File: src/design/tron_config.svh
// Light-cycle arena configuration
`ifndef TRON_CONFIG_SVH
`define TRON_CONFIG_SVH

// Size of the pixel field in cells
`define TRON_FIELD_W 160
`define TRON_FIELD_H 120

// Wall lines that enclose the playing interior
// A head that lands on any of these lines crashes
`define TRON_WALL_LEFT 10
`define TRON_WALL_RIGHT 149
`define TRON_WALL_TOP 17
`define TRON_WALL_BOTTOM 108

// Start cells that both riders return to after every sweep
`define TRON_P1_START_X 25
`define TRON_P1_START_Y 100
`define TRON_P2_START_X 135
`define TRON_P2_START_Y 100

// Clocks between two step ticks of the arena
`define TRON_STEP_CYCLES 32

`endif

File: src/design/tronGeomPkg.sv
// Arena geometry types
package tronGeomPkg;

    // Column index on the 160 pixel wide field
    typedef logic [7:0] coordX_t;

    // Row index on the 120 pixel high field
    typedef logic [6:0] coordY_t;

    // Direction of travel of a rider
    // Up decreases y and Right increases x
    typedef enum logic [1:0] {
        Up    = 2'd0,
        Right = 2'd1,
        Down  = 2'd2,
        Left  = 2'd3
    } heading_t;

    // Steering switches of one rider, one bit per direction
    // Bit 3 is left, bit 2 is down, bit 1 is up and bit 0 is right
    typedef logic [3:0] steer_t;

    // One-hot switch patterns that request a turn
    localparam steer_t SteerRight = 4'b0001;
    localparam steer_t SteerUp    = 4'b0010;
    localparam steer_t SteerDown  = 4'b0100;
    localparam steer_t SteerLeft  = 4'b1000;

endpackage

File: src/design/riderIf.sv
// Rider to arena link
`timescale 1ns/1ps

interface riderIf;
    import tronGeomPkg::*;

    // Current head cell of the rider
    coordX_t headX;
    coordY_t headY;

    // One-cycle strobes from the arena
    // Step advances the head, restart sends it back to the start cell
    logic step;
    logic restart;

    // The rider owns its position and follows the arena strobes
    modport lightCycle (output headX, output headY, input step, input restart);

    // The arena reads the head and paces the rider
    modport arena (input headX, input headY, output step, output restart);

endinterface

File: src/design/lightCycle.sv
// Single rider heading and position
`timescale 1ns/1ps

module lightCycle #(
    parameter tronGeomPkg::coordX_t START_X = 8'd0,
    parameter tronGeomPkg::coordY_t START_Y = 7'd0
) (
    input  logic                clk,
    input  logic                resetn,
    input  tronGeomPkg::steer_t steer,
    riderIf.lightCycle          rider
);
    import tronGeomPkg::*;

    heading_t heading;
    heading_t nextHeading;

    // Only a single switch that asks for a perpendicular direction turns the rider
    // Reverse requests, idle switches and several switches at once leave it unchanged
    always_comb begin
        nextHeading = heading;
        case (heading)
            Up, Down: begin
                if (steer == SteerRight) begin
                    nextHeading = Right;
                end else if (steer == SteerLeft) begin
                    nextHeading = Left;
                end
            end
            default: begin
                // Travelling horizontally, so only vertical turns are allowed
                if (steer == SteerUp) begin
                    nextHeading = Up;
                end else if (steer == SteerDown) begin
                    nextHeading = Down;
                end
            end
        endcase
    end

    // The heading follows the switches every clock
    // A step therefore moves along the heading held from the previous cycle
    always_ff @(posedge clk) begin
        if (!resetn || rider.restart) begin
            heading     <= Up;
            rider.headX <= START_X;
            rider.headY <= START_Y;
        end else begin
            heading <= nextHeading;
            if (rider.step) begin
                case (heading)
                    Up:      rider.headY <= rider.headY - 7'd1;
                    Down:    rider.headY <= rider.headY + 7'd1;
                    Right:   rider.headX <= rider.headX + 8'd1;
                    default: rider.headX <= rider.headX - 8'd1;
                endcase
            end
        end
    end

endmodule

File: src/flat_wrapper.sv
// flat-port wrapper written by rule: the top's interface ports become plain ports
module lightCycle_flat import tronGeomPkg::*;
#(
    parameter tronGeomPkg::coordX_t START_X = 8'd0,
    parameter tronGeomPkg::coordY_t START_Y = 7'd0
)
  (clk, resetn, steer, rider_headX, rider_headY, rider_step, rider_restart);
  riderIf rider_i ();
  input  logic clk;
  input  logic resetn;
  input  tronGeomPkg::steer_t steer;
  output wire logic [$bits(rider_i.headX)-1:0] rider_headX;
  output wire logic [$bits(rider_i.headY)-1:0] rider_headY;
  input wire logic [$bits(rider_i.step)-1:0] rider_step;
  input wire logic [$bits(rider_i.restart)-1:0] rider_restart;
  assign rider_headX = rider_i.headX;
  assign rider_headY = rider_i.headY;
  assign rider_i.step = rider_step;
  assign rider_i.restart = rider_restart;
  lightCycle #(.START_X(START_X), .START_Y(START_Y)) u_core (.clk(clk), .resetn(resetn), .steer(steer), .rider(rider_i));
endmodule
File: config.mk
export PLATFORM = sky130hd
export DESIGN_NAME = lightCycle_flat
export DESIGN_NICKNAME = d
export VERILOG_FILES = /design/src/design/tron_config.svh /design/src/design/tronGeomPkg.sv /design/src/design/riderIf.sv /design/src/design/lightCycle.sv /design/src/flat_wrapper.sv
export SDC_FILE = /design/constraint.sdc
export NUM_CORES = 1
export LEC_CHECK = 0
export BUFFER_PORTS_ARGS = -buffer_cell sky130_fd_sc_hd__clkbuf_2
export CAP_MARGIN = 20
export CORE_AREA = 4 4 74 59
export CTS_BUF_LIST = sky130_fd_sc_hd__clkbuf_8
export CTS_CLUSTER_SIZE = 40
export DETAILED_ROUTE_END_ITERATION = 8
export DIE_AREA = 0 0 78 63
export PLACE_DENSITY_LB_ADDON = 0.12
export RECOVER_POWER = 25
export SLEW_MARGIN = 20
export SYNTH_ARGS = -nofsm -noshare
export SYNTH_HDL_FRONTEND = slang
export SYNTH_SLANG_ARGS = --single-unit
File: constraint.sdc
create_clock -name clk -period 2.2 [get_ports clk]
set_clock_uncertainty 0.05 [all_clocks]
set_input_delay 0.44 -clock clk [delete_from_list [all_inputs] [get_ports clk]]
set_output_delay 0.44 -clock clk [all_outputs]
set_load 0.02 [all_outputs]
; ---- Word level (Yosys, flattened, before mapping)
; Index checks and enable logic that the tools add are counted.
[totals]
rom_bits = 0
mem_count = 0
regBits = 17
mem_bits_rw = 0
latch_bits = 0
[classes]
div_mod_pow = 0
n_mux = 7
addsub = 4
shifts = 0
n_lt_le_gt_ge = 0
multipliers = 0
bitwise_logic = 1
n_eq_ne = 7
reduce_logical = 9
[op_table]
columns = operator, count
row1 = 8-bit case mux with 2 select lines, 1
row2 = 7-bit case mux with 2 select lines, 1
row3 = 2-bit 2-to-1 mux, 5
row4 = 8-bit by 1-bit adder with 8-bit output (second input constant), 1
row5 = 8-bit by 1-bit subtractor with 8-bit output (second input constant), 1
row6 = 7-bit by 1-bit adder with 7-bit output (second input constant), 1
row7 = 7-bit by 1-bit subtractor with 7-bit output (second input constant), 1
row8 = 2-bit AND reduction, 3
row9 = 4-bit by 1-bit == test with 1-bit output (second input constant), 1
row10 = 4-bit by 2-bit == test with 1-bit output (second input constant), 1
row11 = 4-bit by 3-bit == test with 1-bit output (second input constant), 1
row12 = 4-bit == test (second input constant), 1
row13 = 3-bit by 1-bit != test with 1-bit output (second input constant), 1
row14 = 3-bit nonzero test, 1
row15 = 2-bit by 1-bit == test with 1-bit output (second input constant), 1
row16 = 2-bit == test (second input constant), 1
row17 = 2-bit logical NOT, 1
row18 = 2-bit nonzero test, 1
row19 = 2-bit OR reduction, 1
row20 = 1-bit logical NOT, 1
row21 = 1-bit logical OR, 1
row22 = 1-bit inverter, 1

; ---- Depth between registers and ports, before layout
; Gate-level depths: netlist (run 1).
[depth]
depth_word = 4
ltp_mapped = 9

; ---- Least setup slack after synthesis (run 1)
; No wires, ideal clock.
[synth_timing]
kind = register -> register
start = register u_core.heading[0]
end = register u_core.rider.headX[7]
stages_incl_launch_ff = 10
setup_ps = 129
path_slack_ps = 58
path_buffers = 1
period_less_slack_ps = 2142
t_arrival_ps = 1963
cell_sequence = dfxtp_1 > buf_2 > nor2b_1 > inv_1 > ha_1 > a211oi_2 > nor3_1 > o211a_1 > o211ai_1 > o31ai_1
[synth_via]
elab_chain_cells = 4
elab_cells_between_ends = 7
classes_between = 2 x eq/ne / 1 x mux / 1 x bitwise / 3 x reduce/logical
[synth_rtl]
columns = element, line
row1 = from (decl), lightCycle.sv:15  ; heading_t heading;
row2 = from (signal assigned), lightCycle.sv:45  ; heading <= Up;
row3 = from (signal assigned), lightCycle.sv:49  ; heading <= nextHeading;
row4 = 2-bit == test / 2-bit logical NOT (equally long branches), lightCycle.sv:51  ; case (heading)
row5 = 2-bit OR reduction (no line), n/a
row6 = 1-bit inverter (no line), n/a
row7 = 2-bit AND reduction (no line), n/a
row8 = to (signal assigned), lightCycle.sv:54  ; Right: rider.headX <= rider.headX + 8'd1;
row9 = to (signal assigned), lightCycle.sv:55  ; default: rider.headX <= rider.headX - 8'd1;
row10 = to (decl), riderIf.sv:17  ; modport lightCycle (output headX, output headY, input step, input restart);
; Several ways; a longest one is shown, not always the timed one.
; A chain may end at the register's enable or synchronous reset.

; ---- Worst setup path after layout (run 1)
; Ends and elaborated chain as after synthesis.

==> impl_metrics.toml, run 1 <==
[synthesis]
synth_cell_types = 38
synth.most_common_cell = "nand2_1"
synth_area_leaders = "dfxtp_1 (27%), ha_1 (11%), a21oi_1 (6.0%), nand2_1 (6.0%), xnor2_1 (4.2%)"
synth.avg_cell_area_um2 = 7.964
synth_ff_type = "dfxtp_1"
synth_common_cells = "nand2_1 (20), dfxtp_1 (17), a21oi_1 (15)"
syn_area_um2 = 1242
netlist.area_leader.share = 0.2739
syn-num-nets = 177
synth_edf_count = 0
yosys.area_share.simple = 0.2487
synth_xor_area_frac = 0.04935
yosys_warnings = 0
syn_inst = 156
yosys.area.top_type = "dfxtp_1"
synth_top_family_by_area = "simple AND/OR/NAND/NOR gates"
async_reset_ff_frac = 0
seq_area_frac_synth = 0.2739
synth_compound_area_frac = 0.2205
muxShareOfSynthArea = 0.01611
synth-adder-area-share = 0.1430
synth-seq-cells = 17

[setup_path]
path_class = "flip-flop to flip-flop"
path_delay_family = "compound AO/OA/AOI/OAI gates"
crit_path_top_delay_cell = "ha_1"
cp_slowest_stage_delay_ps = 370
path_buf_inv = 1
startpoint_type = "flip-flop"
end_kind = "flip-flop"
worstPathRequired_ps = 2280
worst-path-max-fanout = 7
arrival_ps = 2100
path_cells = "nor2b_2, inv_2, ha_1, a211oi_1, o21ai_1, o211a_1, o211ai_1, o31ai_1"

[power_and_ir_drop]
powerDensity_nw_per_um2 = 489.0
leakagePower_nw = 0.6075
vdd_drop_max_v = 0.0003153

[detailed_routing]
drt_wl_total_mm = 2.926
routed_via_density = 5.228
ant_nets = 0
dr_total_vias = 1213
drc = 0
wl_per_cell_um = 12.61
firstDrtPassIters = 4
drtIter0Drc = 147

[run]
maxCapViolCount = 0

[status]
status = "finished clean"

[clock_network]
clk_latency_ps = 250
numCtsBuffers = 3
cts_tree = "built"
cts_root_buf = "clkbuf_8"
clk_pin_slew_ps = 70
post_cts_resized = 0
cts_buffer_depth = 2
cts_num_sinks = 17
post_cts_buffers = 0
h-tree-depth = 1
cts_hold_buf = 0

[global_route]
grt-busiest-layer = "met2"
grt_max_degree = 14
met3_usage = 0.04467
grt_pass1_vias = 1090
use_met2 = 0.1816
grt_usage = 0.1248
grt.met1_usage = 0.1786
grt_first_pass_wirelength_mm = 5.057
grt.overflow.total = 0
antenna_found_initial = 0

[finish]
n_fill_cell = 378
nets = 202
final_util = 0.4092
multi_input_area_um2 = 854.6
antenna_cells = 0
drive_gt1_frac = 0.1778
area_delta_synth_final_pct = 18.23
ff_latch_area_um2 = 340.3

[sta]
setup_viol = 0
fin_crit_sh = 0.9189
finalHoldViolCount = 0
fin_setup_tns_ps = 0
rsz0062_at_grt = "false"
setup_ws_ps = 178.4
min_period_ps = 2022
fmax_ghz = 0.4946
tightestPinTransition_ps = 580.2
maxSlewHeadroom = 0.6132
slew_violations = 0

[floorplanning]
die_w_um = 78
pin_count = 23
die_area_um2 = 4914
core_um2 = 3590
initial_core_util = 0.3461
num_rows = 19
die-height_um = 63

[place]
port_buffers = 22
gp_congestion = 0.8064
hpwl_mm = 2.282
dp_slack_ps = 60.35

[min_path]
hold_class = "flip-flop to flip-flop"
where the power goes:
group | total (W) | leakage [nW] | internal (W) | switching [W]
registers | 0.000328 | 0.138 | 0.000318 | 0.00000960
clock network | 0.000227 | 0.0269 | 0.000124 | 0.000104
logic | 0.000163 | 0.443 | 0.0000658 | 0.0000970
total | 0.000718 | 0.608 | 0.000508 | 0.000210
logic make-up (layout without fill, tap and decap cells):
logic type               after synthesis  after routing
AND/OR/NAND/NOR                       61             61
AO/OA/AOI/OAI                         43             43
flip-flops                            17             17
adder cells (fa/ha/maj)               13             13
buffers and inverters                 13             37
XOR/XNOR                               7              7
multiplexers                           2              2
path summary, 6_finish.rpt:
kind	cells after the start	from	slack (ps)	to
max	8	u_core.heading[0]	180	u_core.rider.headX[7]
min	2	u_core.rider.headY[6]	420	u_core.rider.headY[6]
max reg2reg	8	u_core.heading[0]	180	u_core.rider.headX[7]
min reg2reg	2	u_core.rider.headY[6]	420	u_core.rider.headY[6]
final cells by class:
| class | instances | area share |
|---|---|---|
| inverter | 5 | 0.01278 |
| clock inverter | 1 | 0.002555 |
| multi-input combinational | 126 | 0.5818 |
| timing repair buffer | 28 | 0.09881 |
| tap | 52 | 0.04429 |
| clock buffer | 3 | 0.02811 |
| sequential | 17 | 0.2317 |
layout by cell type, fill, tap and decap left out, types with 2 or more instances in the layout:
cell      instances
nand3_1           5
nor3_1            7
a211oi_1          3
a21oi_2           2
or4_1             2
o31ai_1           2
ha_1             11
clkbuf_2         17
clkbuf_8          3
nor2b_2           2
a21oi_1          13
fa_1              2
mux2i_1           2
nand2b_1          2
o21ai_1           5
nor4_1            4
a31oi_1           2
nor2b_1           5
xnor2_1           6
a21o_1            4
inv_2             2
o21ai_0           3
inv_1             4
dfxtp_1          17
nor2_1            6
nand4_1           3
clkbuf_1          6
buf_4             5
nand2_1          20
o211ai_1          3
worst reg2reg max path: stages, from the launching register on:
cell,delay (ps)
dfxtp_1,320
nor2b_2,190
inv_2,110
ha_1,370
a211oi_1,270
o21ai_1,110
o211a_1,230
o211ai_1,170
o31ai_1,90
per-stage QoR:
stage | cells | cell area [um^2] | hold slack [ps] | power, W
finish | 232 | 1469 | 424.0 | 0.0007182
global placement | 228 | 1421 | 405.3 | 0.0004905
floorplan | 156 | 1242 | 493.3 | 0.0004516
CTS | 232 | 1466 | 429.4 | 0.0007256
global route | 232 | 1469 | 460.5 | 0.0007592
detailed placement | 228 | 1421 | 420.3 | 0.0004955
flip-flops by register name, indices dropped and copies added (netlist names):
| name | cells |
|---|---|
| u_core.rider.headY | 7 |
| u_core.rider.headX | 8 |
| u_core.heading | 2 |
metal layers:
metal / wire length [um] / up-vias
li1: - / 616
met1: 1486 / 553
met2: 1214 / 42
met3: 209 / 2
met4: 17 / 0
met5: 0 / -
No activity file was read; power rests on OpenSTA's default activity.
==> run 2: changes to the inputs <==
CORE_AREA = 4 4 62 70   (was 4 4 74 59)
DIE_AREA = 0 0 66 74   (was 0 0 78 63)
==> run 2 against run 1 <==
Critical path depth down 1. Maximum frequency shrank 4.1%. Total power up 2.1%. Die area shrank 0.61%. Critical path type unchanged. Largest cell class unchanged. Largest power group unchanged. Highest routed layer unchanged.
==> impl_metrics.toml, run 2 (synthesized netlist as in run 1, its figures left out) <==
[detailed_routing]
drc = 0
drtIter0Drc = 34
drt_wl_total_mm = 2.971
wl_per_cell_um = 12.81
firstDrtPassIters = 4
routed_via_density = 5.134
ant_nets = 0
dr_total_vias = 1191

[setup_path]
cp.depth = 7
end_kind = "flip-flop"
path_cells = "nor2b_1, inv_2, fa_1, a21oi_1, o21ai_0, or3_1, a21oi_1"
crit_top_cell = "a21oi_1"
critPathLaunch = "u_core.heading[1]"
crit_path_top_delay_cell = "dfxtp_1"
startpoint_type = "flip-flop"
arrival_ps = 2250
r2r_start = "u_core.heading[1]"
cp_slowest_stage_delay_ps = 420
crit_end = "u_core.rider.headY[4]"
worst_r2r_endpoint = "u_core.rider.headY[4]"
path_buf_inv = 1
reg2regPathDepth = 7
worst-path-max-fanout = 6
path_class = "flip-flop to flip-flop"
worstPathRequired_ps = 2340
r2r_slack_ps = 90
path_delay_family = "simple AND/OR/NAND/NOR gates"

[finish]
final_util = 0.4136
nets = 204
antenna_cells = 0
final_cell_mix = "nand2_1 (20), clkbuf_2 (18), dfxtp_1 (17)"
final_common_cell = "nand2_1"
top_regs = "u_core.rider.headX: 8 flops, u_core.rider.headY: 7 flops, u_core.heading: 2 flops"
area_delta_synth_final_pct = 19.74
top_register = "u_core.rider.headX"
drive_gt1_frac = 0.1868
largest_reg_flops = 8

[min_path]
hold_class = "flip-flop to flip-flop"
min-delay-start = "u_core.rider.headY[6]"

[floorplanning]
core_um2 = 3597
die_w_um = 66
pin_count = 23
initial_core_util = 0.3454
num_rows = 23
die-height_um = 74
die_area_um2 = 4884

[place]
hpwl_mm = 2.320
gp_congestion = 0.7696
port_buffers = 22

[clock_network]
cts_root_buf = "clkbuf_8"
clk_pin_slew_ps = 70
numCtsBuffers = 3
post_cts_buffers = 0
cts_num_sinks = 17
cts_buffer_depth = 2
cts_tree = "built"
clk_latency_ps = 250
cts_hold_buf = 0
h-tree-depth = 1

[sta]
tightestPinTransition_ps = 557.9
slew_violations = 0
whs_ps = 423.6
min_period_ps = 2108
rsz0062_at_grt = "true"
fin_crit_sh = 0.9584
finalHoldViolCount = 0
setup_viol = 0
fin_setup_tns_ps = 0
maxSlewHeadroom = 0.6278
fmax_ghz = 0.4743

[global_route]
antenna_found_initial = 0
grt_first_pass_wirelength_mm = 4.995
grt.overflow.total = 0
grt_usage = 0.1309
grt_max_degree = 12
grt_pass1_vias = 1209

[power_and_ir_drop]
leakagePower_nw = 0.6122
powerDensity_nw_per_um2 = 492.9
power.total_w = 0.0007333
vdd_drop_max_v = 0.0001918

[status]
status = "finished clean"

[run]
maxCapViolCount = 0
-- run 2: changes by cell type in the layout (fill, tap and decap cells not counted), moves of 2 or more --
cell     delta
a21oi_1     +2
o21ai_1     -2
nor2b_2     -2
a21oi_2     -2
-- run 2: timing repair --
item                                    CTS  global route
endpoints found under the hold margin     0             0
endpoints found under the setup margin    0             5
resized for setup                         0             6
-- run 2: worst min-delay path by stage --
stage / end / slack (ps) / depth (start not counted)
finish: u_core.rider.headY[6] / 420 / 2
global route: u_core.rider.headY[6] / 450 / 2
CTS: u_core.rider.headY[6] / 430 / 2
detailed placement: u_core.rider.headY[6] / 420 / 2
global placement: u_core.rider.headX[7] / 410 / 2
floorplan: u_core.rider.headY[4] / 490 / 2
-- run 2: cell type report --
type | count | area, um^2
flip-flops and latches | 17 | 340.3
inverters | 5 | 18.77
multi-input cells | 126 | 859.6
clock buffers | 3 | 41.29
repair buffers | 30 | 157.7
clock inverters | 1 | 7.507
fillers | 385 | 2110
well taps | 50 | 62.56
-- run 2: worst min-delay path, stage by stage, from the launching register on --
cell and delay [ps]:
dfxtp_1 320, nand2_1 60, o31ai_1 50
-- run 2: layer usage --
layer  up-vias  part of all wire  global-route usage
met3         4             0.023             0.02266
met5         -                 0                   0
met1       544              0.43              0.1417
met2        19              0.54              0.2483
li1        624                 -                   -
met4         0             0.010             0.05643
-- run 2: through the flow --
stage / worst slack [ps] / instances / area (um^2)
after global routing: -31.81 / 232 / 1488
final: 91.57 / 232 / 1488
after floorplan: 57.68 / 156 / 1242
after CTS: 13.68 / 232 / 1483
after detailed placement: 32.34 / 228 / 1434
after global placement: 85.38 / 228 / 1434
-- run 2: power by group --
group	internal, W	leakage, nW	total, W	switching, W
logic	0.0000666	0.453	0.000161	0.0000946
clock network	0.000127	0.0217	0.000244	0.000116
registers	0.000318	0.138	0.000328	0.00000997
total	0.000512	0.612	0.000733	0.000221
