<file path="src/design/tron_config.svh">
// Light-cycle arena configuration
`ifndef TRON_CONFIG_SVH
`define TRON_CONFIG_SVH

// Size of the pixel field in cells
`define TRON_FIELD_W 160
`define TRON_FIELD_H 120

// Wall lines that enclose the playing interior
// A head that lands on any of these lines crashes
`define TRON_WALL_LEFT 10
`define TRON_WALL_RIGHT 149
`define TRON_WALL_TOP 17
`define TRON_WALL_BOTTOM 108

// Start cells that both riders return to after every sweep
`define TRON_P1_START_X 25
`define TRON_P1_START_Y 100
`define TRON_P2_START_X 135
`define TRON_P2_START_Y 100

// Clocks between two step ticks of the arena
`define TRON_STEP_CYCLES 32

`endif

</file>
<file path="src/design/tronPixelPkg.sv">
// Pixel and score types
package tronPixelPkg;

    // Three bit RGB colour of one pixel write
    // Rider 1 draws in blue, rider 2 in red, and the sweep in black
    typedef enum logic [2:0] {
        Black = 3'b000,
        Blue  = 3'b001,
        Red   = 3'b100
    } pixelColour_t;

    // Two digit decimal score of one rider
    // Each digit holds a value from 0 to 9
    typedef struct packed {
        logic [3:0] tens;
        logic [3:0] ones;
    } bcdScore_t;

endpackage

</file>
<file path="src/design/scoreCounter.sv">
// Two digit BCD score
`timescale 1ns/1ps

module scoreCounter (
    input  logic                   clk,
    input  logic                   resetn,
    input  logic                   point,
    output tronPixelPkg::bcdScore_t score
);

    // Each point pulse adds one in decimal
    // The ones digit carries into tens, and tens rolls over from 9 back to 0
    always_ff @(posedge clk) begin
        if (!resetn) begin
            score <= '0;
        end else if (point) begin
            if (score.ones == 4'd9) begin
                score.ones <= 4'd0;
                if (score.tens == 4'd9) begin
                    score.tens <= 4'd0;
                end else begin
                    score.tens <= score.tens + 4'd1;
                end
            end else begin
                score.ones <= score.ones + 4'd1;
            end
        end
    end

endmodule

</file>
<file path="config.mk">
export PLATFORM = sky130hd
export DESIGN_NAME = scoreCounter
export DESIGN_NICKNAME = d
export VERILOG_FILES = /design/src/design/tron_config.svh /design/src/design/tronPixelPkg.sv /design/src/design/scoreCounter.sv
export SDC_FILE = /design/constraint.sdc
export NUM_CORES = 1
export LEC_CHECK = 0
export ABC_AREA = 1
export BUFFER_PORTS_ARGS = -buffer_cell sky130_fd_sc_hd__buf_4
export CAP_MARGIN = 10
export CELL_PAD_IN_SITES_DETAIL_PLACEMENT = 1
export CELL_PAD_IN_SITES_GLOBAL_PLACEMENT = 1
export CORE_UTILIZATION = 30
export CTS_BUF_LIST = sky130_fd_sc_hd__clkbuf_8
export CTS_CLUSTER_DIAMETER = 120
export DETAILED_ROUTE_END_ITERATION = 10
export MAX_ROUTING_LAYER = met4
export PLACE_DENSITY = 0.74
export SLEW_MARGIN = 30
export SYNTH_ARGS = -nofsm -noshare
export SYNTH_HDL_FRONTEND = slang
export SYNTH_SLANG_ARGS = --single-unit
</file>
<file path="constraint.sdc">
create_clock -name clk -period 2.8 [get_ports clk]
set_input_delay 0.28 -clock clk [delete_from_list [all_inputs] [get_ports clk]]
set_output_delay 0.28 -clock clk [all_outputs]
set_load 0.01 [all_outputs]
</file>
After elaboration in Yosys (flattened, before gate mapping)
Index checks and enable logic that the tools add are counted.
{"block": "word_totals", "ff_bits": 8, "inputBits": 3, "wordCells": 9}
{"block": "classes", "add_sub_neg": 2, "eq_ne": 2, "mux": 2, "reduce_logical": 1}
{"operator": "adder 4 x 1 -> 4 bit, second input constant", "count": 2}
{"operator": "== test 4 bit, second input constant", "count": 2}
{"operator": "two-way mux 4 bit", "count": 2}
{"operator": "AND reduction 2 bit", "count": 1}

Logic depth before layout (Yosys ltp)
Gate-level depths: netlist of run 1.
{"block": "depth", "word_depth": 2, "ltp_mapped": 7, "mapped_depth_nobuf": 7}

Worst setup path before layout of run 1
OpenSTA, ideal clock, no wires.
{"block": "synth_path", "path_kind": "reg-to-reg", "startpoint": "reg score[0] in the netlist's numbering", "endpoint": "reg score[7] in the netlist's numbering", "setup_ps": 115, "t_arrival_ps": 896, "setup_slack_ps": 1790, "stages_incl_launch_ff": 6, "n_path_buf": 0, "cell_sequence": "dfxtp_1 -> nand2_2 -> nor2_4 -> nand2_1 -> o21ai_1 -> nor2_1"}
{"block": "synth_between", "elab_chain_cells": 2}
{"item": "from (decl)", "line_no": "scoreCounter.sv:8", "source": "output tronPixelPkg::bcdScore_t score"}
{"item": "== test 4 bit", "line_no": "scoreCounter.sv:17", "source": "if (score.ones == 4'd9) begin"}
{"item": "AND reduction 2 bit (no line)"}
Every way passes these cells.
A chain may end at the register's enable or synchronous reset.

Worst setup path after layout of run 1
{"block": "layout_path", "startpoint": "reg score[4] in the netlist's numbering", "endpoint": "out score[4] in the netlist's numbering"}
No word-level cell between the ends.

==> impl_metrics.toml, run 1 <==
[setup_path]
cp_top_family = "flip-flops"
critPathRequiredTime_ns = 2.52
rr_startpoint = "score[0]"
crit_chain = "buf_4"
path_depth = 1
arrival_ns = 0.88
critPathKind = "flip-flop to output pin"
rrSetupSlack_ns = 1.71
max_stage_delay_ns = 0.47
critPathMaxFanout = 7
rr_worst_depth = 5
cp_slowest_cell = "dfxtp_1"
r2r_end = "score[7]"
worstSetupEndpointType = "output pin"
path_buf_inv = 1
cp-start-kind = "flip-flop"

[cts]
cts_setup_buffers = 0
hold_buffers = 0
clock-sinks = 8
cts_tree = "built"
htree_num_levels = 1
clock_latency_ns = 0.23
cts-root-buf = "clkbuf_8"
clk_pin_slew_ns = 0.04
cts.repair.resized = 0
cts_buffers = 3
clk_path_buf_depth = 2

[global_route]
grt_pass1_wl_um = 1642
grt_overflow_total = 0
gr-usage-all-layers_pct = 17.34
grt_busiest_layer = "met2"
grt_use_met3_pct = 5.202
grt_max_degree = 9
use_met2_pct = 25.83
antenna_found_initial = 0
grt_pass1_vias = 370
grtUsageMet1_pct = 20.34

[final_layout]
final_nets = 80
final_cells = 90
multi_input_area_um2 = 219.0
diodes = 0
drive_gt1_share_pct = 26.67
largest_reg_flops = 8
top_register = "score"
ff_latch_area_um2 = 160.2
syn2layout_area_growth_pct = 32.73
top_regs = "score: 8 flops"
n_fill_cell = 176

[synth]
syn_area_per_cell_um2 = 6.660
yosys-top-cells-area = "dfxtp_1, nand2_1, nor2_1"
synth_xor_area_share_pct = 0
synth_top_cell_by_area = "dfxtp_1"
synth_fa_ha_area_share_pct = 0
syn_inst = 62
synth_top_family_by_area = "simple AND/OR/NAND/NOR gates"
yosys.area_share.simple_pct = 47.58
syn-cell-area_um2 = 412.9
synth_seq_area_share_pct = 38.79
ys_types = 15
yosysWarnings = 0
netlist.area_leader.share_pct = 38.79
synthMuxAreaShare_pct = 0
synth-seq-cells = 8
synth_compound_area_share_pct = 5.455
syn_nets = 65

[floorplan]
fp-row-count = 13
die_w_um = 39.10
start_util_pct = 32.13
die_y_um = 39.10
dieArea_um2 = 1529
core-area_um2 = 1285
ios = 11

[drt]
viasPerCell = 4.711
dr_total_vias = 424
antenna_left = 0
drc = 0
firstDrtPassIters = 2
wire_per_inst_um = 11.47
drtIter0Drc = 2
routed_wl_um = 1032

[pwr]
p_sw_w = 0.00006179
power.internal_w = 0.0002187
swShare_pct = 22.03
powerDensity_nw_per_um2 = 511.9
pwr-share-seq_pct = 42.8
ir_worst_vdd_v = 0.0002838
comb_power_share_pct = 6.8
power_frac_clock_pct = 50.3
p_leak_nw = 0.2331

[worst_hold_path]
hold_end = "score[0]"
worstHoldStart = "point"
hold_depth = 3
min_path_type = "input port to flip-flop"

[timing]
rsz0062_at_grt = "false"
finalClockSkew_ns = 0.0007006
setup_tns_ns = 0
worst_pin_slew_ns = 0.2784
final_hold_viol_count = 0
setup_violations = 0
relSlewSlack_pct = 81.41
drv_slew = 0
max_freq_mhz = 863.1
fin_crit_sh_pct = 41.38
fin_crit_ns = 1.159

[outcome]
status = "complete, no violations"

[placement]
dp_hpwl_um = 768.4
place_congestion = 0.7162
dp_cells = 87
port_buffers = 10

[flow_run]
cap_violations = 0
[through the flow]
step / area, µm² / setup slack [ns] / power (W) / utilization (%) / hold WS, ns
4_1_cts: 548.0 / 1.625 / 0.0002853 / 42.65 / 0.3053
3_3_place_gp: 506.7 / 1.727 / 0.0001409 / 39.44 / 0.5057
3_5_place_dp: 506.7 / 1.733 / 0.0001412 / 39.44 / 0.5124
6_report: 548.0 / 1.641 / 0.0002805 / 42.65 / 0.3085
2_1_floorplan: 412.9 / 1.790 / 0.0001313 / - / 0.4011
5_1_grt: 548.0 / 1.592 / 0.0002923 / 42.65 / 0.3407
[cells in the mapped netlist (all sizes together)]
| cell type | number |
|---|---|
| nand3 | 9 |
| dfxtp | 8 |
| nor3 | 1 |
| nand2 | 16 |
| inv | 9 |
| nor2 | 14 |
| a21boi | 1 |
| nand4 | 1 |
| a21oi | 1 |
| o21ai | 2 |
[power groups by stage]
stage	logic [W]	clock network, W	registers, W
2_1_floorplan	0.00000838	0	0.000123
3_3_place_gp	0.0000190	0	0.000122
3_5_place_dp	0.0000192	0	0.000122
4_1_cts	0.0000194	0.000146	0.000120
5_1_grt	0.0000209	0.000151	0.000120
6_report	0.0000191	0.000141	0.000120
[per-layer routing]
metal | share of wire, % | vias up
li1 | - | 219
met1 | 47 | 193
met2 | 47 | 8
met3 | 3.9 | 4
met4 | 2.2 | 0
met5 | 0 | -
[area by class of cell]
class                   instances  area share (%)
multi-input cells              45           39.95
flip-flops and latches          8           29.22
repair buffers                 10           13.70
clock buffers                   3           7.534
inverters                       9           6.164
well taps                      15           3.425
[tightest hold or removal path, cell delays in order]
cell and delay (ns):
buf_4 0.10, nor2_1 0.04, nor2_1 0.08
[how the worst max path moves through the flow]
stage	start	endpoint	slack (ns)
2_1_floorplan	score[0]	score[7]	1.79
3_3_place_gp	score[0]	score[7]	1.73
3_5_place_dp	score[0]	score[7]	1.73
4_1_cts	score[4]	score[4]	1.62
5_1_grt	score[4]	score[4]	1.59
6_report	score[4]	score[4]	1.64
[placed cells by master (no fill, tap or decap), drive strengths merged]
cell,instances
buf,10
inv,9
nand2,16
nor3,1
a21boi,1
nand3,9
clkbuf,3
nor2,14
a21oi,1
dfxtp,8
o21ai,2
nand4,1
[logic make-up (layout without fill, tap and decap cells)]
kind of cell,after synthesis,after routing
AND/OR/NAND/NOR,41,41
buffers and inverters,9,22
AO/OA/AOI/OAI,4,4
flip-flops,8,8
Note: power is estimated with default switching activity, not from simulation.
==> run 2, diff against run 1 <==
--- a/config.mk
+++ b/config.mk
@@ -15,7 +15,7 @@
 export CTS_CLUSTER_DIAMETER = 120
 export DETAILED_ROUTE_END_ITERATION = 10
 export MAX_ROUTING_LAYER = met4
-export PLACE_DENSITY = 0.74
+export PLACE_DENSITY = 0.76
 export SLEW_MARGIN = 30
 export SYNTH_ARGS = -nofsm -noshare
 export SYNTH_HDL_FRONTEND = slang
==> constraint.sdc (replaced) <==
create_clock -name clk -period 0.9 [get_ports clk]
set_input_delay 0.09 -clock clk [delete_from_list [all_inputs] [get_ports clk]]
set_output_delay 0.09 -clock clk [all_outputs]
set_load 0.01 [all_outputs]
==> run 2 against run 1 <==
  * The run now ends with negative setup slack left
  * Hold slack lost 0.18 ns
  * Routed wire length grew 22%
  * Sequential power grew to 3.1 times the previous value
  * First-iteration DRC count grew 50%
  * Via count grew 14%
  * Clock power grew to 3.3 times the previous value
  * Largest power group unchanged
  * Combinational power grew to 4.4 times the previous value
  * Register-to-register slack lost 1.8 ns
  * Cell count grew 11%
  * Die area is the same
  * Setup slack lost 1.7 ns
  * Non-clock buffer count grew 9
  * Critical endpoint is now score[5]
==> impl_metrics.toml, run 2 (synthesized netlist as in run 1, its figures left out) <==
[setup_path]
critPathKind = "flip-flop to flip-flop"
r2r_end = "score[5]"
startpoint = "score[1]"
cp-start-kind = "flip-flop"
cp_slowest_cell = "dfxtp_4"
worstSetupEndpointType = "flip-flop"
arrival_ns = 1.10
critPathMaxFanout = 4
rr_worst_depth = 6
rr_startpoint = "score[1]"
crit_chain = "inv_2 > nand3_2 > nor2_4 > nand3_1 > nand2_1 > nor2_1"
max_stage_delay_ns = 0.36
critPathRequiredTime_ns = 1.03
rrSetupSlack_ns = -0.07

[placement]
port_buffers = 10
dp_hpwl_um = 855.7
place_congestion = 0.7813

[timing]
max_freq_mhz = 1033
holdWs_ns = 0.1321
timing.final.ws_setup_ns = -0.06852
relSlewSlack_pct = 88.55
drv_slew = 0
setup_tns_ns = -0.2890
fin_crit_sh_pct = 107.6
finalClockSkew_ns = 0.002249
fin_crit_ns = 0.9685
final_hold_viol_count = 0
rsz0062_at_grt = "true"
worst_pin_slew_ns = 0.1713
setup_violations = 9

[global_route]
grt_pass1_vias = 441
antenna_found_initial = 0
grt_pass1_wl_um = 1821
grtUsageMet1_pct = 21.45
grt_use_met3_pct = 5.202
gr-usage-all-layers_pct = 18.83
grt_max_degree = 9
use_met2_pct = 30.42
grt_busiest_layer = "met2"
grt_overflow_total = 0

[cts]
clk_pin_slew_ns = 0.05
clock-sinks = 8
cts-root-buf = "clkbuf_8"
clk_path_buf_depth = 2
cts_buffers = 3
clock_latency_ns = 0.24
cts_tree = "built"
htree_num_levels = 1

[drt]
firstDrtPassIters = 2
dr_total_vias = 484
drc = 0
wire_per_inst_um = 12.54
viasPerCell = 4.840
antenna_left = 0
routed_wl_um = 1254
drtIter0Drc = 3

[final_layout]
syn2layout_area_growth_pct = 73.33
n_fill_cell = 158
top_register = "score"
diodes = 0
final_cell_mix = "nand2_1, buf_4, nor2_1"
final_core_util_pct = 55.70
multi_input_area_um2 = 270.3
top_regs = "score: 8 flops"
ff_latch_area_um2 = 178.9
final_nets = 89
largest_reg_flops = 8
drive_gt1_share_pct = 56.47

[floorplan]
die_y_um = 39.10
die_w_um = 39.10
core-area_um2 = 1285
ios = 11
fp-row-count = 13
dieArea_um2 = 1529
start_util_pct = 32.13

[pwr]
ir_worst_vdd_v = 0.0009290
p_leak_nw = 0.3059
powerDensity_nw_per_um2 = 1286

[outcome]
violations = "negative setup slack"
status = "finished with violations"

[worst_hold_path]
hold_end = "score[7]"
min_path_type = "input port to flip-flop"
hold_depth = 3
worstHoldStart = "resetn"

[flow_run]
cap_violations = 0
-- run 2: report_power, final --
group	internal, W	switching (W)	total, W
clock network	0.000298	0.000170	0.000468
logic	0.0000385	0.0000457	0.0000842
registers	0.000356	0.0000123	0.000369
total	0.000693	0.000228	0.000920
-- run 2: worst max path at each step --
stage / cells after the start / to / slack (ns)
after global routing: 6 / score[5] / -0.14
after CTS: 6 / score[5] / -0.06
final: 6 / score[5] / -0.07
after detailed placement: 5 / score[3] / -0.06
after global placement: 5 / score[7] / -0.08
after floorplan: 5 / score[7] / -0.004
-- run 2: layer usage --
layer | vias to the layer above | share of wire [%]
met5 | - | 0
met4 | 0 | 2.0
met3 | 3 | 3.4
met2 | 9 | 54
met1 | 231 | 40
li1 | 241 | -
-- run 2: area by class of cell --
cell class,instances,share of cell area (%)
multi-input combinational,45,37.76
sequential,8,25.00
inverter,9,4.720
clock inverter,1,0.5245
timing repair buffer,19,23.60
clock buffer,3,5.769
tap,15,2.622
-- run 2: per-stage QoR --
stage,area (µm²),setup slack (ns),total power (W),std cells
after floorplan,431.7,-0.003949,0.0004084,62
after global placement,585.6,-0.08258,0.0004462,95
after detailed placement,585.6,-0.06238,0.0004479,95
after CTS,670.6,-0.05846,0.0009248,99
after global routing,715.7,-0.1384,0.0009481,100
final,715.7,-0.06852,0.0009205,100
-- run 2: worst max-delay path: cells and delay by family, from the launching register on --
kind                   cells  cell delay [ns]
DFF                        1             0.36
buffers and inverters      1             0.07
and+or+nand+nor            5             0.43
-- run 2: timing repair --
item                       in CTS  in global routing
setup buffers                   0                  1
setup endpoints to repair      11                 13
gates resized for setup        12                 13
pin swaps                       8                  4
hold buffers                    0                  0
==> run 3, diff against run 2 <==
--- a/config.mk
+++ b/config.mk
@@ -10,13 +10,14 @@
 export CAP_MARGIN = 10
 export CELL_PAD_IN_SITES_DETAIL_PLACEMENT = 1
 export CELL_PAD_IN_SITES_GLOBAL_PLACEMENT = 1
-export CORE_UTILIZATION = 30
+export CORE_AREA = 2 2 39 41
 export CTS_BUF_LIST = sky130_fd_sc_hd__clkbuf_8
 export CTS_CLUSTER_DIAMETER = 120
 export DETAILED_ROUTE_END_ITERATION = 10
+export DIE_AREA = 0 0 41 43
 export MAX_ROUTING_LAYER = met4
-export PLACE_DENSITY = 0.76
-export SLEW_MARGIN = 30
+export PLACE_DENSITY = 0.78
+export SLEW_MARGIN = 0
 export SYNTH_ARGS = -nofsm -noshare
 export SYNTH_HDL_FRONTEND = slang
 export SYNTH_SLANG_ARGS = --single-unit
==> run 3 against run 2 <==
  * The flow still finishes with violations (negative setup slack)
  * Core utilization down 6.8 points
  * First-iteration DRC count down 33%
  * Power down 2.3%
  * Sequential power up 2%
  * Count of clock-buffer cells in the layout unchanged
  * Hold slack better by 0.0012 ns
  * Via count down 3.7%
  * Cell count down 1.0%
  * Critical path type unchanged
  * Critical endpoint is now score[7]
==> impl_metrics.toml, run 3 (synthesized netlist as in run 1, its figures left out) <==
[global_route]
grt_pass1_vias = 443
grt_use_met3_pct = 6.283
use_met2_pct = 23.75
grtUsageMet1_pct = 21.86
grt_pass1_wl_um = 1987
grt_max_degree = 9
gr-usage-all-layers_pct = 17.59
antenna_found_initial = 0
grt_overflow_total = 0
grt_busiest_layer = "met2"

[cts]
htree_num_levels = 1
cts-root-buf = "clkbuf_8"
clock-sinks = 8
clk_path_buf_depth = 2
clk_pin_slew_ns = 0.04
hold_buffers = 0
cts_buffers = 3
clock_latency_ns = 0.23
cts_tree = "built"

[final_layout]
diodes = 0
n_fill_cell = 174
drive_gt1_share_pct = 54.22
largest_reg_flops = 8
syn2layout_area_growth_pct = 63.94
multi_input_area_um2 = 257.7
final_nets = 88
ff_latch_area_um2 = 173.9
final_core_util_pct = 48.92
top_register = "score"
final_cell_mix = "buf_4, nand2_1, nor2_1"
final_common_cell = "buf_4"
top_regs = "score: 8 flops"

[drt]
antenna_left = 0
viasPerCell = 4.707
wire_per_inst_um = 12.68
drtIter0Drc = 2
routed_wl_um = 1255
firstDrtPassIters = 2
drc = 0
dr_total_vias = 466

[setup_path]
cp_top_family = "flip-flops"
max_stage_delay_ns = 0.32
path_depth = 5
crit_chain = "buf_6 > nor2_4 > nand2_2 > o21ai_2 > nor2_1"
cp_slowest_cell = "dfxtp_2"
critPathMaxFanout = 4
worstSetupEndpointType = "flip-flop"
critPathRequiredTime_ns = 1.02
rr_worst_depth = 5
path_buf_inv = 1
critPathKind = "flip-flop to flip-flop"
cp-start-kind = "flip-flop"
arrival_ns = 1.12

[timing]
setup_violations = 6
drv_slew = 0
fin_crit_sh_pct = 110.8
fin_crit_ns = 0.9969
relSlewSlack_pct = 88.00
timing.final.ws_setup_ns = -0.09691
finalClockSkew_ns = 0.0004134
rsz0062_at_grt = "true"
max_freq_mhz = 1003
holdWs_ns = 0.1332
worst_pin_slew_ns = 0.1794
final_hold_viol_count = 0

[worst_hold_path]
min_path_type = "input port to flip-flop"
hold_depth = 3

[floorplan]
die_w_um = 41
core-area_um2 = 1384
ios = 11
fp-row-count = 14
dieArea_um2 = 1763
die_y_um = 43
start_util_pct = 29.84

[pwr]
p_leak_nw = 0.2934
powerDensity_nw_per_um2 = 1329
ir_worst_vdd_v = 0.0007222

[placement]
dp_slack_ns = -0.08470
place_congestion = 0.7438
port_buffers = 10
dp_hpwl_um = 808.8

[outcome]
status = "finished with violations"
violations = "negative setup slack"

[flow_run]
cap_violations = 0
run 3: where the power goes:
group / total (W) / switching [W] / internal (W)
logic: 0.0000836 / 0.0000432 / 0.0000404
clock network: 0.000441 / 0.000151 / 0.000291
registers: 0.000375 / 0.0000121 / 0.000363
total: 0.000900 / 0.000206 / 0.000694
run 3: final timing paths:
kind / slack, ns / start / endpoint
hold reg to reg: 0.49 / score[2] / score[2]
setup / recovery: -0.1 / score[2] / score[7]
hold / removal: 0.13 / resetn / score[4]
setup reg to reg: -0.1 / score[2] / score[7]
run 3: tightest hold or removal path: stages:
cell and delay (ns):
buf_4 0.15, nand2_1 0.06, nor2_1 0.03
run 3: what timing repair did:
action                                  4_1_cts  5_1_grt
endpoints found under the setup margin        7       10
buffers inserted                              2        0
pin swaps                                     8        5
gates resized for setup                      11        5
run 3: routing by layer:
metal	vias to the layer above	wire, µm
met2	6	599
li1	237	-
met3	4	26
met1	219	606
met5	-	0
met4	0	23
run 3: final cells by class:
class	instances	share of cell area, %
multi-input cells	45	38.08
inverters	9	4.991
repair buffers	18	22.18
well taps	16	2.957
clock buffers	3	6.100
flip-flops and latches	8	25.69
run 3: stage by stage:
step	setup TNS [ns]	total power [W]	instance area, µm²	instances
3_3_place_gp	-0.1208	0.0004439	571.8	94
4_1_cts	-0.3485	0.0009120	664.4	99
2_1_floorplan	-0.003949	0.0004084	431.7	62
3_5_place_dp	-0.2245	0.0004450	571.8	94
6_report	-0.3268	0.0008996	676.9	99
5_1_grt	-0.7698	0.0009386	676.9	99
